## config.mk

```make
export PLATFORM = sky130hd
export DESIGN_NAME = cpuh_top
export DESIGN_NICKNAME = d
export VERILOG_FILES = /design/src/cpuh_pkg.sv /design/src/bus_serializer.sv /design/src/cpu_core.sv /design/src/cpuh_top.sv
export SDC_FILE = /design/constraint.sdc
export NUM_CORES = 1
export LEC_CHECK = 0
export BUFFER_PORTS_ARGS = -buffer_cell sky130_fd_sc_hd__clkbuf_2
export CAP_MARGIN = 20
export CORE_MARGIN = 4
export CORE_UTILIZATION = 35
export DETAILED_ROUTE_END_ITERATION = 12
export GPL_ROUTABILITY_DRIVEN = 0
export SETUP_SLACK_MARGIN = 0.15
export SYNTH_ARGS = -nofsm -noshare
export SYNTH_HDL_FRONTEND = slang
export SYNTH_SLANG_ARGS = --single-unit
```

## constraint.sdc

```tcl
create_clock -name clk -period 5.97 [get_ports clk]
set_clock_uncertainty 0.1 [all_clocks]
set_input_delay 1.791 -clock clk [delete_from_list [all_inputs] [get_ports clk]]
set_output_delay 1.791 -clock clk [all_outputs]
set_load 0.01 [all_outputs]
```

## src/cpuh_pkg.sv

```systemverilog
// Shared types for the pin-serialized processor: bus request, frame phases, opcodes, core states
`default_nettype none

package cpuh_pkg;

  // Clock cycles per bus frame, fixed by the byte layout below
  localparam int unsigned FRAME_LEN = 10;

  // One bus request, held for a whole frame
  typedef struct packed {
    logic [31:0] addr;   // Byte address of one word
    logic [31:0] wdata;  // Write data word
    logic        write;  // 1 = write frame, 0 = read frame
  } bus_req_t;

  // Frame counter values
  typedef enum logic [3:0] {
    PH_STEP  = 4'd0,  // Core steps here
    PH_ADDR0 = 4'd1,
    PH_ADDR1 = 4'd2,
    PH_ADDR2 = 4'd3,
    PH_ADDR3 = 4'd4,
    PH_DIR   = 4'd5,  // Direction byte
    PH_DATA0 = 4'd6,
    PH_DATA1 = 4'd7,
    PH_DATA2 = 4'd8,
    PH_DATA3 = 4'd9
  } frame_phase_e;

  // Instruction top byte, unknown values act as HALT
  typedef enum logic [7:0] {
    OP_HALT  = 8'h00,  // Erased memory halts the core
    OP_LOAD  = 8'h01,
    OP_ADD   = 8'h02,
    OP_STORE = 8'h03,
    OP_IN    = 8'h04,
    OP_JUMP  = 8'h05
  } opcode_e;

  typedef enum logic [1:0] {
    FETCH   = 2'd0,
    EXECUTE = 2'd1,
    HALTED  = 2'd2
  } core_state_e;

endpackage

`default_nettype wire

```

## src/bus_serializer.sv

```systemverilog
// Frame counter and byte-serial bridge from the 32-bit bus request to the 8-bit pins
`timescale 1ns/1ps
`default_nettype none

module bus_serializer import cpuh_pkg::*; (
  input  wire         clk,
  input  wire         arst_n,
  input  wire bus_req_t req,
  output logic        step,     // Pulse at PH_STEP
  output logic [31:0] rdata,    // Gathered read word
  input  wire  [7:0]  uio_in,
  output logic [7:0]  uo_out,
  output logic [7:0]  uio_out,
  output logic [7:0]  uio_oe
);

  localparam int CNT_W = $clog2(FRAME_LEN);

  logic [CNT_W-1:0] cnt_q;
  logic             primed_q;   // Blocks the step in the cycle right after reset
  frame_phase_e     phase;
  logic [7:0]       uo_d;
  logic [7:0]       uio_d;
  logic [3:0][7:0]  rbyte_q;    // Read bytes, index 0 is the low byte

  // Frame counter, 0 to FRAME_LEN-1
  always_ff @(posedge clk or negedge arst_n) begin
    if (!arst_n) begin
      cnt_q <= '0;
    end else if (cnt_q == CNT_W'(FRAME_LEN - 1)) begin
      cnt_q <= '0;
    end else begin
      cnt_q <= cnt_q + 1'b1;
    end
  end

  always_ff @(posedge clk or negedge arst_n) begin
    if (!arst_n) begin
      primed_q <= 1'b0;
    end else begin
      primed_q <= 1'b1;
    end
  end

  assign phase = frame_phase_e'(cnt_q);
  assign step  = primed_q && (phase == PH_STEP);

  // Address bytes low first, then the direction byte
  always_comb begin
    case (phase)
      PH_ADDR0: uo_d = req.addr[7:0];
      PH_ADDR1: uo_d = req.addr[15:8];
      PH_ADDR2: uo_d = req.addr[23:16];
      PH_ADDR3: uo_d = req.addr[31:24];
      PH_DIR:   uo_d = {7'b0000000, req.write};
      default:  uo_d = 8'h00;
    endcase
  end

  // Write data bytes low first, only in write frames
  always_comb begin
    uio_d = 8'h00;
    if (req.write) begin
      case (phase)
        PH_DATA0: uio_d = req.wdata[7:0];
        PH_DATA1: uio_d = req.wdata[15:8];
        PH_DATA2: uio_d = req.wdata[23:16];
        PH_DATA3: uio_d = req.wdata[31:24];
        default:  uio_d = 8'h00;
      endcase
    end
  end

  // Pin bytes lag the counter by one cycle
  always_ff @(posedge clk or negedge arst_n) begin
    if (!arst_n) begin
      uo_out  <= 8'h00;
      uio_out <= 8'h00;
    end else begin
      uo_out  <= uo_d;
      uio_out <= uio_d;
    end
  end

  // The request only changes on a step, so this holds for the whole frame
  assign uio_oe = {8{req.write}};

  // Memory drives byte k during the cycle at PH_DATA0 + k
  always_ff @(posedge clk) begin
    if (!req.write) begin
      case (phase)
        PH_DATA0: rbyte_q[0] <= uio_in;
        PH_DATA1: rbyte_q[1] <= uio_in;
        PH_DATA2: rbyte_q[2] <= uio_in;
        PH_DATA3: rbyte_q[3] <= uio_in;
        default:  rbyte_q    <= rbyte_q;
      endcase
    end
  end

  assign rdata = rbyte_q;  // Complete at PH_STEP

endmodule

`default_nettype wire

```

## src/cpu_core.sv

```systemverilog
// Accumulator processor stepping once per bus frame
`timescale 1ns/1ps
`default_nettype none

module cpu_core import cpuh_pkg::*; #(
  parameter logic [31:0] RESET_PC = 32'h0000_0000
) (
  input  wire         clk,
  input  wire         arst_n,
  input  wire         step,     // One pulse per frame
  input  wire  [31:0] rdata,    // Read data of the frame just ended
  input  wire  [7:0]  in_port,
  output bus_req_t    req
);

  core_state_e state_q, state_d;
  logic        run_q;            // Low until the first step
  logic [31:0] pc_q, pc_d;
  logic [31:0] acc_q, acc_d;
  logic [31:0] instr_q;          // Latched instruction word
  bus_req_t    req_d;

  opcode_e     fetch_op;
  opcode_e     exec_op;
  logic [31:0] fetch_addr;
  logic [31:0] exec_addr;

  // Build a read request with no write payload
  function automatic bus_req_t read_req(input logic [31:0] addr);
    bus_req_t r;
    r.addr  = addr;
    r.wdata = '0;
    r.write = 1'b0;
    return r;
  endfunction

  assign fetch_op   = opcode_e'(rdata[31:24]);
  assign exec_op    = opcode_e'(instr_q[31:24]);
  assign fetch_addr = {8'h00, rdata[23:0]};    // Word-aligned operand
  assign exec_addr  = {8'h00, instr_q[23:0]};

  always_comb begin
    state_d = state_q;
    pc_d    = pc_q;
    acc_d   = acc_q;
    req_d   = req;

    if (!run_q) begin
      // First step only issues the fetch at the reset address
      req_d = read_req(pc_q);
    end else begin
      case (state_q)
        FETCH: begin
          state_d = EXECUTE;
          case (fetch_op)
            OP_LOAD,
            OP_ADD: begin
              req_d = read_req(fetch_addr);  // Operand read
            end
            OP_STORE: begin
              req_d.addr  = fetch_addr;
              req_d.wdata = acc_q;
              req_d.write = 1'b1;
            end
            default: begin
              req_d = read_req(pc_q);  // No operand, idle read at pc
            end
          endcase
        end

        EXECUTE: begin
          state_d = FETCH;
          pc_d    = pc_q + 32'd4;
          case (exec_op)
            OP_LOAD:  acc_d = rdata;
            OP_ADD:   acc_d = acc_q + rdata;   // Wraps modulo 2^32
            OP_IN:    acc_d = {24'h000000, in_port};
            OP_STORE: acc_d = acc_q;           // Write went out last frame
            OP_JUMP:  pc_d  = exec_addr;
            default: begin
              // HALT and unknown opcodes keep pc so the bus address freezes
              state_d = HALTED;
              pc_d    = pc_q;
            end
          endcase
          req_d = read_req(pc_d);
        end

        default: begin
          req_d = read_req(pc_q);  // Halted, repeat the same read forever
        end
      endcase
    end
  end

  always_ff @(posedge clk or negedge arst_n) begin
    if (!arst_n) begin
      state_q <= FETCH;
      run_q   <= 1'b0;
      pc_q    <= RESET_PC;
      acc_q   <= '0;
      req     <= '0;        // First frame reads address zero
    end else if (step) begin
      state_q <= state_d;
      run_q   <= 1'b1;
      pc_q    <= pc_d;
      acc_q   <= acc_d;
      req     <= req_d;
    end
  end

  // Instruction latch, taken only at the end of a fetch frame
  always_ff @(posedge clk) begin
    if (step && run_q && (state_q == FETCH)) begin
      instr_q <= rdata;
    end
  end

endmodule

`default_nettype wire

```

## src/cpuh_top.sv

```systemverilog
// Tile top connecting the accumulator core to the pin serializer
`timescale 1ns/1ps
`default_nettype none

module cpuh_top import cpuh_pkg::*; #(
  parameter logic [31:0] RESET_PC = 32'h0000_0100
) (
  input  wire        clk,
  input  wire        arst_n,
  input  wire        ena,      // Tile enable, always high when powered
  input  wire  [7:0] ui_in,    // Dedicated inputs, feed the IN instruction
  output logic [7:0] uo_out,   // Address and direction bytes
  input  wire  [7:0] uio_in,   // Read data from external memory
  output logic [7:0] uio_out,  // Write data to external memory
  output logic [7:0] uio_oe    // High while the tile drives uio
);

  bus_req_t    req;
  logic        step;
  logic [31:0] rdata;

  cpu_core #(
    .RESET_PC (RESET_PC)
  ) u_core (
    .clk     (clk),
    .arst_n  (arst_n),
    .step    (step),
    .rdata   (rdata),
    .in_port (ui_in),
    .req     (req)
  );

  bus_serializer u_ser (
    .clk     (clk),
    .arst_n  (arst_n),
    .req     (req),
    .step    (step),
    .rdata   (rdata),
    .uio_in  (uio_in),
    .uo_out  (uo_out),
    .uio_out (uio_out),
    .uio_oe  (uio_oe)
  );

  // Unused tile inputs
  logic unused_ok;
  assign unused_ok = &{ena, 1'b0};

endmodule

`default_nettype wire

```

# After elaboration in Yosys (flattened, before gate mapping)
# Index checks and enable logic that the tools add are counted.
dict set report word_totals {
  ff_bits 217
  input_bits 19
  wordCells 66
}
dict set report op_classes {
  add_sub_neg 3
  n_eq_ne 18
  muxes 11
  bitwise_logic 1
  n_reduce_logical 17
}
# operator n
set op_table {}
lappend op_table {{65-bit one-hot mux with 2 select lines} 2}
lappend op_table {{32-bit one-hot mux with 3 select lines} 1}
lappend op_table {{65-bit two-way mux} 1}
lappend op_table {{32-bit one-hot mux with 2 select lines} 1}
lappend op_table {{8-bit one-hot mux with 5 select lines} 1}
lappend op_table {{32-bit by 3-bit adder with 32-bit output (second input constant)} 1}
lappend op_table {{32-bit adder} 1}
lappend op_table {{8-bit by 2-bit == test with 1-bit output (second input constant)} 4}
lappend op_table {{8-bit one-hot mux with 4 select lines} 1}
lappend op_table {{4-bit by 3-bit == test with 1-bit output (second input constant)} 4}
lappend op_table {{8-bit by 1-bit == test with 1-bit output (second input constant)} 2}
lappend op_table {{8-bit by 3-bit == test with 1-bit output (second input constant)} 2}
lappend op_table {{4-bit by 2-bit == test with 1-bit output (second input constant)} 2}
lappend op_table {{4-bit == test (second input constant)} 2}
lappend op_table {{8-bit two-way mux} 1}
lappend op_table {{2-bit AND reduction} 4}
lappend op_table {{3-bit AND reduction} 2}
lappend op_table {{5-bit OR reduction} 1}
lappend op_table {{4-bit by 1-bit adder with 4-bit output (second input constant)} 1}
lappend op_table {{4-bit by 1-bit == test with 1-bit output (second input constant)} 1}
lappend op_table {{4-bit logical NOT} 1}
lappend op_table {{4-bit two-way mux} 1}
lappend op_table {{2-bit one-hot mux with 2 select lines} 1}
lappend op_table {{4-bit AND reduction} 1}
lappend op_table {{9 further kinds} 11}

# Depth between registers and ports, before layout
# Gate-level depths: netlist of the first run.
dict set report logic_depth {
  depth_word 5
  depth_mapped 13
  depth_no_buf 13
}

# Hierarchy
# Synthesis of the first run repeated with hierarchy kept, for this count alone.
dict set report hier_totals {
  cells_unflattened 1158
  area_unflattened_um2 11539.8
}
# mod n_inst cells_per_inst area_each_um2 seq_area_each_um2
set modules_own_cells {}
lappend modules_own_cells {cpu_core 1 1000 9288.9 4265.3}
lappend modules_own_cells {bus_serializer 1 158 2250.9 1486.4}

# Worst setup path after synthesis of the first run
# Ideal clock, no wire load.
dict set report synth_timing {
  path_type {flip-flop to flip-flop}
  startpoint {register u_ser.rbyte_q, in the netlist u_ser.rdata[0]}
  endpoint {register u_core.acc_q[28]}
  setup_ps 83
  arrival_time_ps 2642
  required_ps 5787
  slack_ps 3145
  path_stages_with_launch 14
  synth_period_minus_slack_ps 2825
  cell_sequence {edfxtp_1 -> ha_1 -> inv_1 -> fa_1 -> nor2b_1 -> o21ai_1 -> a21oi_1 -> o31a_1 -> o41ai_2 -> o31a_1 -> o31ai_1 -> o31ai_1 -> xor2_1 -> o21ai_0}
}
dict set report synth_via {
  elab_chain_len 2
}
# item line
set synth_lines {}
lappend synth_lines {{from (decl)} bus_serializer.sv:24} ;# logic [3:0][7:0] rbyte_q;
lappend synth_lines {{from (signal assigned)} bus_serializer.sv:96} ;# default: rbyte_q <= rbyte_q;
lappend synth_lines {{32-bit adder} cpu_core.sv:76} ;# OP_ADD: acc_d = acc_q + rdata;
lappend synth_lines {{32-bit one-hot mux with 3 select lines} cpu_core.sv:74} ;# case (exec_op)
lappend synth_lines {{to (signal assigned)} cpu_core.sv:101} ;# acc_q <= '0;
lappend synth_lines {{to (signal assigned)} cpu_core.sv:107} ;# acc_q <= acc_d;
lappend synth_lines {{to (decl)} cpu_core.sv:19} ;# logic [31:0] acc_q, acc_d;
# Every way passes these cells.
# A chain may end at the register's enable or synchronous reset.

# Worst setup path in the final report of the first run
dict set report layout_timing {
  startpoint {register u_ser.cnt_q[0]}
  endpoint {register u_core.pc_q[1]}
}
dict set report layout_via {
  elab_chain_len 3
}
# item line
set layout_lines {}
lappend layout_lines {{from (decl)} bus_serializer.sv:19} ;# logic [CNT_W-1:0] cnt_q;
lappend layout_lines {{from (signal assigned)} bus_serializer.sv:33} ;# cnt_q <= cnt_q + 1'b1;
lappend layout_lines {{4-bit logical NOT} bus_serializer.sv:46} ;# assign step = primed_q && (phase == PH_STEP);
lappend layout_lines {{1-bit logical AND} bus_serializer.sv:46}
lappend layout_lines {{3-bit AND reduction (no source line)} --}
lappend layout_lines {{to (signal assigned)} cpu_core.sv:106} ;# pc_q <= pc_d;
lappend layout_lines {{to (decl)} cpu_core.sv:18} ;# logic [31:0] pc_q, pc_d;
# Every way passes these cells.

==> metrics.md, run 1 <==
| Metric | Value |
|---|---|
| Synthesized Nets | 1157 |
| CTS max path bufs | 3 |
| Detail Route Antenna Nets | 0 |
| CTS tree | built |
| Status | finished, final reports clean |
| Clk Latency, worst-skew pair | 520 ps |
| Final WS setup | 2380 ps |
| Cell Rows | 65 |
| Critical Path Start Type | flip-flop |
| Post CTS Setup Buffer Count | 0 |
| Reg2Reg Capture Point | u_core.pc_q[1]$_DFFE_PN0P_ |
| Fin. Hold Viols | 0 |
| Number of synthesized flops with an enable pin | 64 |
| Starting Density | 35.4% |
| Leakage | 5.32 nW |
| CP dominant cell by count | nor2_1 |
| Synth Instances | 1105 |
| Slowest CP cell | dfrtp_1 |
| DR vias/cell | 5.81 |
| Critical path class | flip-flop to flip-flop |
| Vias in the first global route | 8562 |
| Slew Limit Fails | 0 |
| Dpl cell area | 11800 um^2 |
| Post-synthesis sequential area ratio | 51.5% |
| Slew margin rel. | 28.1% |
| DIE HEIGHT | 187 um |
| WP data required | 6270 ps |
| Full die area | 34800 um^2 |
| Post-CTS sizing | 0 |
| Remaining global-route overflow | 0 |
| Antenna cells | 0 |
| Dpl hpwl | 22500 um |
| Via count | 8978 |
| Setup WS pre-CTS | 2410 ps |
| Synth Area per Inst | 10.1 um^2 |
| Crit path DAT | 3890 ps |
| DR pass1 iterations | 5 |
| # Max-Cap Violations | 0 |
| Worst-Margin Slew | 1070 ps |
| Final instance area | 12600 um^2 |
| Syn. warnings | 0 |
| Most frequent cell after synthesis | dfrtp_1 |
| Commonest cells in the netlist | dfrtp_1 (152), nand2_1 (122), o21ai_0 (108) |
| CP cell instances | nor2_1 -> and3_1 -> nand3_2 -> buf_4 -> nor2_1 -> mux2_2 |
| RSZ-0062 raised after global routing | false |
| Final non-filler cell total | 1544 |
| Asr flop ratio synth | 70.5% |
| CP max stage delay | 690 ps |
| Worst-path fanout max | 28 |
| Port Buffer Count | 41 |
| Ys flop type | dfrtp_1 |
| Hold Path Stages | 2 |
| Drt drc | 0 |
| Initial antenna violation count | 0 |
| Core Box Area | 31600 um^2 |
| Share of post-route cells with drive strength above 1 | 11.4% |
| Worst VDD drop | 0.163 mV |
| Endpoint of the worst hold path | u_core.req[42]$_DFFE_PN0P_ |
| Fin crit period | 3590 ps |
| Layout Nets | 1176 |
| Hold Crit Start | u_core.req[42]$_DFFE_PN0P_ |
| Placed Cells | 1498 |
| Reg clk slew, reported paths | 60 ps |
| Leading area contributor after synthesis | dfrtp_1 |
| Largest net degree at the start of global routing | 88 |
| Multi-input gate area | 5090 um^2 |
| GRT Util Overall | 17.7% |
| Total CTS buffers | 25 |
| Hold buffers post-CTS | 0 |
| F_max | 279 MHz |
| Worst Hold Class | flip-flop to flip-flop |
| Setup slack, reg-to-reg | 2380 ps |
| TNS Setup | 0 ps |
| Filler cells | 3113 |
| FF/Latch Area | 5750 um^2 |
| Reg2reg start | u_ser.cnt_q[0]$_DFF_PN0_ |
| Synthesized area | 11200 um^2 |
| Final setup violation count | 0 |
| Fin crit share | 60.1% |
| Seq cells post-synth | 217 |
| Root Driver | clkbuf_16 |
| Largest cells by area after synthesis | dfrtp_1 (34%), edfxtp_1 (17%), o21ai_0 (4.8%) |
| Area grow syn2layout | 13.1% |
| Drt wl/cell | 20.6 um |
| FF-to-FF path depth | 6 |
| First-pass GRT wire length | 50000 um |
| Post-Route WL | 31700 um |
| H-tree depth | 1 |
| PnR Total Power | 0.00325 W |
| Number of distinct library cells after synthesis | 71 |
| Power Density | 258 nW/um^2 |
| Drt first-iter violations | 874 |
| I/O pins | 43 |
| Top-area cell type share of the netlist area | 34.1% |
| Worst setup EP type | flip-flop |
| Clk sink count | 217 |
| Die W | 187 um |
layout by cell type, fill, tap and decap left out, drive strengths merged, types with 10 or more instances in the layout:
master and n:
inv 24, xor2 11, ha 32, dfrtp 152
nor4 12, buf 19, o22ai 19, a22oi 29
a22o 42, mux2i 20, nand2 123, and3 10
a31oi 11, nor2 84, nand4 10, nand3 23
o21ai 115, edfxtp 64, a221oi 14, a21o 25
clkbuf 80, nor3 25, a21oi 69, xnor2 17
metrics by stage:
stage                     utilization, %  hold WS, ps
after floorplan                        -          346
after global placement              37.3          363
after detailed placement            37.3          370
after CTS                           40.0          384
after global routing                40.0          417
final                               40.0          379
cells by family after synthesis:
kind of cell	Yosys count	synth area share, %
other	1	0.0336
buffers and inverters	89	3.32
xor gates and xnor gates	28	2.20
muxes	25	2.30
DFF	217	51.5
AOI/OAI and AO/OA	388	23.0
adders and majority gates	33	3.76
and+or+nand+nor	324	13.9
how the worst max path moves through the flow:
| stage | startpoint | to | cells after the start |
|---|---|---|---|
| after floorplan | u_ser.rdata[0]$_DFFE_PP_ | u_core.acc_q[28]$_DFFE_PN0P_ | 13 |
| after CTS | u_ser.cnt_q[0]$_DFF_PN0_ | u_core.pc_q[1]$_DFFE_PN0P_ | 6 |
| final | u_ser.cnt_q[0]$_DFF_PN0_ | u_core.pc_q[1]$_DFFE_PN0P_ | 6 |
| after global placement | u_ser.cnt_q[0]$_DFF_PN0_ | u_core.pc_q[1]$_DFFE_PN0P_ | 6 |
| after detailed placement | u_ser.cnt_q[0]$_DFF_PN0_ | u_core.pc_q[0]$_DFFE_PN0P_ | 6 |
| after global routing | u_ser.cnt_q[0]$_DFF_PN0_ | u_core.req[61]$_DFFE_PN0P_ | 6 |
flip-flops by register name (all words and copies together), names as in the netlist:
| register | count |
|---|---|
| u_ser.cnt_q | 4 |
| u_core.req | 65 |
| u_core.run_q | 1 |
| u_ser.primed_q | 1 |
| u_core.state_q | 2 |
| u_core.acc_q | 32 |
| u_ser.uio_out | 8 |
| u_ser.uo_out | 8 |
| u_ser.rdata | 32 |
| u_core.pc_q | 32 |
| u_core.instr_q | 32 |
where the power goes:
part           total, W  internal [W]  switching, W  leakage [nW]
Clock           0.00156      0.000959      0.000600         0.414
Combinational  0.000122     0.0000379     0.0000837          2.27
Sequential      0.00157       0.00155     0.0000255          2.64
layer usage:
metal / vias up / part of all wire [%] / track usage, %
met2: 362 / 42 / 25.8
li1: 4179 / - / -
met3: 60 / 8.1 / 3.72
met1: 4377 / 46 / 26.2
met5: - / 0 / 0
met4: 0 / 3.7 / 6.09
critical path: cells and delay by family, from the launching register on:
| kind | cells | cell delay, ps |
|---|---|---|
| simple gates | 4 | 1840 |
| flops | 1 | 690 |
| buf+inv | 1 | 460 |
| mux | 1 | 360 |
final cells by class:
cell class	count	area share, %
inverter	22	0.654
timing repair buffer	59	2.82
sequential	217	45.5
clock inverter	5	0.634
clock buffer	40	6.04
tap	402	3.98
multi-input combinational	799	40.3
Power figures use the tool's default switching activity.
==> inputs of run 2 (changes only) <==
- clock period: 5.97 -> 3.2 ns (I/O delays scaled with it)
==> run 2 against run 1 <==
Against the previous run:
- cell count is 2.9% higher
- critical path type unchanged
- highest routed layer unchanged
- fmax is 20% higher
- largest cell class unchanged
- clock-buffer cell count is 6 lower
- critical path depth is 8 higher
==> metrics.md, run 2 (synthesized netlist as in run 1, its figures left out) <==
| Metric | Value |
|---|---|
| RSZ-0062 raised after global routing | true |
| Commonest cells after routing, fill and taps aside | dfrtp_1 (152), nand2_1 (122), o21ai_0 (105), nor2_1 (81) |
| Worst setup EP type | flip-flop |
| Max Used Layer | met4 |
| Slew margin rel. | 34.2% (+6.1 points) |
| CTS max path bufs | 3 (unchanged) |
| Drt wl/cell | 20.8 um (+1.1%) |
| Worst Hold Class | primary input to async pin |
| Worst-Margin Slew | 979 ps (-90.5 ps) |
| GRT Util Overall | 18.5% (+0.82 points) |
| CTS tree | built |
| Fin crit period | 2990 ps (-594 ps) |
| Post-Route WL | 33000 um (+4.1%) |
| Root Driver | clkbuf_16 |
| Fin. Hold Viols | 0 (unchanged) |
| Most flop-heavy register | u_core.req |
| Reg2Reg Capture Point | u_core.acc_q[28]$_DFFE_PN0P_ |
| Total CTS buffers | 25 (unchanged) |
| Vias in the first global route | 8770 (+2.4%) |
| Die W | 187 um (unchanged) |
| Critical Path Start Type | flip-flop |
| Worst VDD drop | 0.331 mV (+100%) |
| FF-to-FF path depth | 14 (+8) |
| Largest net degree at the start of global routing | 83 (-5.7%) |
| H-tree depth | 1 (unchanged) |
| Power Density | 458 nW/um^2 (+78%) |
| Port Buffer Count | 41 (unchanged) |
| Reg2reg start | u_ser.rdata[0]$_DFFE_PP_ |
| PnR Total Power | 0.00600 W (+84%) |
| Layout Nets | 1221 (+3.8%) |
| Slew Limit Fails | 0 (unchanged) |
| Drt drc | 0 (unchanged) |
| Initial antenna violation count | 0 (unchanged) |
| Remaining global-route overflow | 0 (unchanged) |
| Crit path DAT | 3300 ps (-590 ps) |
| Setup slack, reg-to-reg | 210 ps (-2180 ps) |
| Worst-path fanout max | 3 (-89%) |
| Dpl hpwl | 23700 um (+5.3%) |
| Cell Rows | 65 (unchanged) |
| DR WL met3 | 2200 um (-15%) |
| Share of post-route cells with drive strength above 1 | 16.4% (+5.0 points) |
| Status | finished, final reports clean |
| WP data required | 3500 ps (-2770 ps) |
| Via count | 9164 (+2.1%) |
| Max reg flops | 65 (unchanged) |
| Critical path class | flip-flop to flip-flop |
| Core Box Area | 31600 um^2 (unchanged) |
| Leakage | 5.54 nW (+4.1%) |
| TNS Setup | 0 ps (unchanged) |
| Full die area | 34800 um^2 (unchanged) |
| Most common cell after layout, fill and taps aside | dfrtp_1 |
| Reg clk slew, reported paths | 60 ps (about the same) |
| F_max | 334 MHz (+20%) |
| Clk sink count | 217 (unchanged) |
| I/O pins | 43 (unchanged) |
| Antenna cells | 0 (unchanged) |
| Fin crit share | 93.5% (+33 points) |
| # Max-Cap Violations | 0 (unchanged) |
| Drt first-iter violations | 843 (-3.5%) |
| Final setup violation count | 0 (unchanged) |
| DR vias/cell | 5.77 (-0.82%) |
| DR pass1 iterations | 6 (+1) |
| Area grow syn2layout | 17.4% |
| DIE HEIGHT | 187 um (unchanged) |
| Met2 wire len | 14600 um (+9.6%) |
| WL met1 | 15200 um (+3.7%) |
| Starting Density | 35.4% (unchanged) |
| Detail Route Antenna Nets | 0 (unchanged) |
| Clk Latency, worst-skew pair | 520 ps (about the same) |
| First-pass GRT wire length | 51700 um (+3.4%) |
[run 2: how the worst max path moves through the flow]
stage,startpoint,to,depth (start not counted)
after floorplan,u_ser.rdata[0]$_DFFE_PP_,u_core.acc_q[28]$_DFFE_PN0P_,13
after detailed placement,u_core.acc_q[0]$_DFFE_PN0P_,u_core.acc_q[28]$_DFFE_PN0P_,13
after global routing,u_core.acc_q[0]$_DFFE_PN0P_,u_core.acc_q[26]$_DFFE_PN0P_,14
after global placement,u_core.acc_q[0]$_DFFE_PN0P_,u_core.acc_q[28]$_DFFE_PN0P_,13
after CTS,u_core.acc_q[0]$_DFFE_PN0P_,u_core.acc_q[28]$_DFFE_PN0P_,13
final,u_ser.rdata[0]$_DFFE_PP_,u_core.acc_q[28]$_DFFE_PN0P_,14
[run 2: power by group]
| part | internal, W | switching (W) | leakage [nW] | total [W] |
|---|---|---|---|---|
| registers | 0.00289 | 0.0000271 | 2.64 | 0.00292 |
| logic | 0.0000853 | 0.000181 | 2.50 | 0.000267 |
| clock network | 0.00168 | 0.00114 | 0.398 | 0.00282 |
[run 2: layout make-up]
class | instances | area, um^2
fill | 3075 | 18400
multi-input combinational | 799 | 5240
clock inverter | 11 | 105
tap | 402 | 503
inverter | 22 | 82.6
clock buffer | 34 | 699
timing repair buffer | 104 | 736
sequential | 217 | 5750
[run 2: per-layer routing]
| metal | vias up | track usage, % |
|---|---|---|
| li1 | 4274 | - |
| met1 | 4521 | 27.0 |
| met2 | 315 | 28.5 |
| met3 | 54 | 2.88 |
| met4 | 0 | 5.89 |
| met5 | - | 0 |
[run 2: timing repair]
action	in CTS	in global routing
setup endpoints to repair	2	10
pin swaps	2	9
hold buffers	0	0
gates resized for setup	3	25
setup buffers	0	6
[run 2: stage by stage]
| step | util, % | worst slack (ps) | hold slack [ps] | instance area [um^2] | std cells |
|---|---|---|---|---|---|
| after CTS | 41.0 | 171 | 269 | 12900 | 1582 |
| after global placement | 38.4 | 132 | 362 | 12100 | 1536 |
| after floorplan | - | 375 | 346 | 11200 | 1105 |
| final | 41.6 | 208 | 266 | 13100 | 1589 |
| after global routing | 41.6 | 32.4 | 288 | 13100 | 1589 |
| after detailed placement | 38.4 | 119 | 370 | 12100 | 1537 |
[run 2: worst max-delay path, cell delays in order (launching register included)]
cell	delay, ps
edfxtp_1	430
ha_4	200
inv_2	50
fa_2	190
nor2b_2	50
o21ai_2	140
a21oi_2	80
o31a_1	300
o41ai_4	400
o31a_1	260
buf_6	130
o31ai_4	60
o31ai_2	230
xor2_1	180
o21ai_1	70
==> inputs of run 3 (changes only) <==
- REMOVE_ABC_BUFFERS: default -> 1
==> run 3 against run 2 <==
Against the previous run:
- wire length rose by 0.86%
- register-to-register slack got worse by 20 ps
- sequential share of layout area rose by 0.097 points
- sequential power barely moved
- clock power fell by 2%
- clock-buffer cell count fell by 1
- die area did not move
- power fell by 0.97%
- design area fell by 0.22%
- non-clock buffer count rose by 3
- utilization fell by 0.091 points
- global-route usage fell by 0.18 points
- largest power group unchanged
==> metrics.md, run 3 (synthesized netlist as in run 1, its figures left out) <==
| Metric | Value |
|---|---|
| Status | finished, final reports clean |
| Setup slack, reg-to-reg | 190 ps (-20 ps) |
| Drt drc | 0 (unchanged) |
| Dpl hpwl | 24300 um (+2.5%) |
| Power share of the combinational group | 4.6% (+0.2 points) |
| Initial antenna violation count | 1 (+1) |
| Max reg flops | 65 (unchanged) |
| Reg2Reg Capture Point | u_core.acc_q[30]$_DFFE_PN0P_ |
| Hold WS | 280 ps (+14.0 ps) |
| Multi-input gate area | 5200 um^2 (-0.65%) |
| Slew Limit Fails | 0 (unchanged) |
| Clk sink count | 217 (unchanged) |
| Total CTS buffers | 24 (-4.0%) |
| Internal | 0.00461 W (-0.90%) |
| Full die area | 34800 um^2 (unchanged) |
| Clock group share of total power | 46.4% (-0.6 points) |
| WP data required | 3510 ps (about the same) |
| Top delay family on crit path | compound AO/OA/AOI/OAI gates |
| Crit path DAT | 3320 ps (+20 ps) |
| DIE HEIGHT | 187 um (unchanged) |
| Drt first-iter violations | 923 (+9.5%) |
| Detail Route Antenna Nets | 0 (unchanged) |
| First-pass GRT wire length | 51300 um (-0.87%) |
| Most common cell after layout, fill and taps aside | dfrtp_1 |
| Buf+Inv Stages, Crit Path | 2 (unchanged) |
| Most flop-heavy register | u_core.req |
| Psw | 0.00133 W (-1.2%) |
| DR vias/cell | 5.73 (-0.57%) |
| Layout Nets | 1223 (+0.16%) |
| Drt wl/cell | 20.9 um (+0.74%) |
| Via count | 9123 (-0.45%) |
| Leakage | 5.56 nW (+0.33%) |
| Clk Latency, worst-skew pair | 520 ps (about the same) |
| Cell Rows | 65 (unchanged) |
| Core Box Area | 31600 um^2 (unchanged) |
| Power Density | 454 nW/um^2 (-0.75%) |
| Worst setup EP type | flip-flop |
| Slowest CP cell | edfxtp_1 |
| Commonest cells after routing, fill and taps aside | dfrtp_1 (152), nand2_1 (122), o21ai_0 (105), nor2_1 (79) |
| Area grow syn2layout | 17.1% |
| Share of post-route cells with drive strength above 1 | 16.3% (-0.11 points) |
| Worst Hold Class | primary input to async pin |
| Starting Density | 35.4% (unchanged) |
| Largest net degree at the start of global routing | 56 (-33%) |
| # Max-Cap Violations | 0 (unchanged) |
| Critical Path Source | u_ser.rdata[0]$_DFFE_PP_ |
| CP dominant cell by count | a21oi_2 |
| Sequential Power Share | 49.1% (+0.5 points) |
| Worst VDD drop | 0.344 mV (+3.9%) |
| Fin. Hold Viols | 0 (unchanged) |
| RSZ-0062 raised after global routing | true |
| Final setup violation count | 0 (unchanged) |
| PnR Total Power | 0.00595 W (-0.97%) |
| Slew margin rel. | 32.1% (-2.1 points) |
| Critical path class | flip-flop to flip-flop |
| Port Buffer Count | 41 (unchanged) |
| GRT Util Overall | 18.3% (-0.18 points) |
| Reg clk slew, reported paths | 60 ps (about the same) |
| Worst-path fanout max | 4 (+1) |
| CTS tree | built |
| H-tree depth | 1 (unchanged) |
| CP cell instances | ha_4 -> inv_4 -> fa_2 -> nor2b_4 -> o21ai_2 -> a21oi_2 -> o31a_1 -> buf_4 -> o21ai_4 -> a21oi_2 -> a221o_1 -> a31oi_1 -> xor2_1 -> o21ai_1 |
| Post-Route WL | 33300 um (+0.86%) |
| Fin crit share | 94.1% (+0.62 points) |
| CP Depth | 14 (unchanged) |
| Antenna cells | 0 (unchanged) |
| Die W | 187 um (unchanged) |
| Filler cells | 3049 (-0.85%) |
| Reg2reg start | u_ser.rdata[0]$_DFFE_PP_ |
| Remaining global-route overflow | 0 (unchanged) |
| CTS max path bufs | 3 (unchanged) |
| CP max stage delay | 460 ps (+30 ps) |
| I/O pins | 43 (unchanged) |
| Worst-Margin Slew | 1010 ps (+31.9 ps) |
| FF/Latch Area | 5750 um^2 (unchanged) |
| DR pass1 iterations | 5 (-1) |
| Critical Path Start Type | flip-flop |
| F_max | 332 MHz (-0.66%) |
| FF-to-FF path depth | 14 (unchanged) |
| Root Driver | clkbuf_16 |
| Sw Share | 22.4% (-0.053 points) |
| Fin crit period | 3010 ps (+20.0 ps) |
| Critical Path Sink | u_core.acc_q[30]$_DFFE_PN0P_ |
| TNS Setup | 0 ps (unchanged) |
| Vias in the first global route | 8661 (-1.2%) |
==> run 3: how the worst min path moves through the flow <==
stage / to / slack [ps] / cells after the start
global placement: u_core.req[33]$_DFFE_PN0P_ / 360 / 2
CTS: u_core.pc_q[19]$_DFFE_PN0P_ / 290 / 1
detailed placement: u_core.req[36]$_DFFE_PN0P_ / 370 / 2
floorplan: u_core.req[33]$_DFFE_PN0P_ / 350 / 2
global route: u_core.pc_q[19]$_DFFE_PN0P_ / 290 / 1
finish: u_core.pc_q[21]$_DFFE_PN0P_ / 280 / 1
==> run 3: per-stage QoR <==
step	instance area, um^2	instances	worst slack (ps)	utilization [%]
4_1_cts	12900	1586	182	41.0
3_3_place_gp	12100	1541	98.8	38.4
3_5_place_dp	12100	1542	79.0	38.4
2_1_floorplan	10900	1038	-1740	-
5_1_grt	13100	1591	44.1	41.5
6_report	13100	1591	188	41.5
==> run 3: timing repair <==
item	4_1_cts	5_1_grt
pin swaps	2	10
buffers inserted	0	5
setup endpoints to repair	5	14
resized for setup	5	26
hold buffers	0	0
==> run 3: final cells by class <==
type                       count  share of cell area [%]
clock buffer                  33                    5.15
clock inverter                11                   0.918
inverter                      22                   0.650
multi-input combinational    799                    39.8
sequential                   217                    44.0
tap                          402                    3.84
timing repair buffer         107                    5.72
==> run 3: layer usage <==
layer / up-vias / share of wire (%) / wire [um] / global-route usage, %
met4: 2 / 3.4 / 1120 / 6.00
met5: - / 0.039 / 13 / 0
met1: 4438 / 47 / 15500 / 26.9
met2: 328 / 43 / 14400 / 27.6
li1: 4293 / - / - / -
met3: 62 / 6.9 / 2290 / 3.18
==> run 3: power by group through the flow <==
stage / Clock, W / Combinational (W) / Sequential (W)
finish: 0.00276 / 0.000271 / 0.00292
global route: 0.00293 / 0.000301 / 0.00292
CTS: 0.00282 / 0.000270 / 0.00292
detailed placement: 0 / 0.000268 / 0.00297
global placement: 0 / 0.000267 / 0.00297
floorplan: 0 / 0.000112 / 0.00296
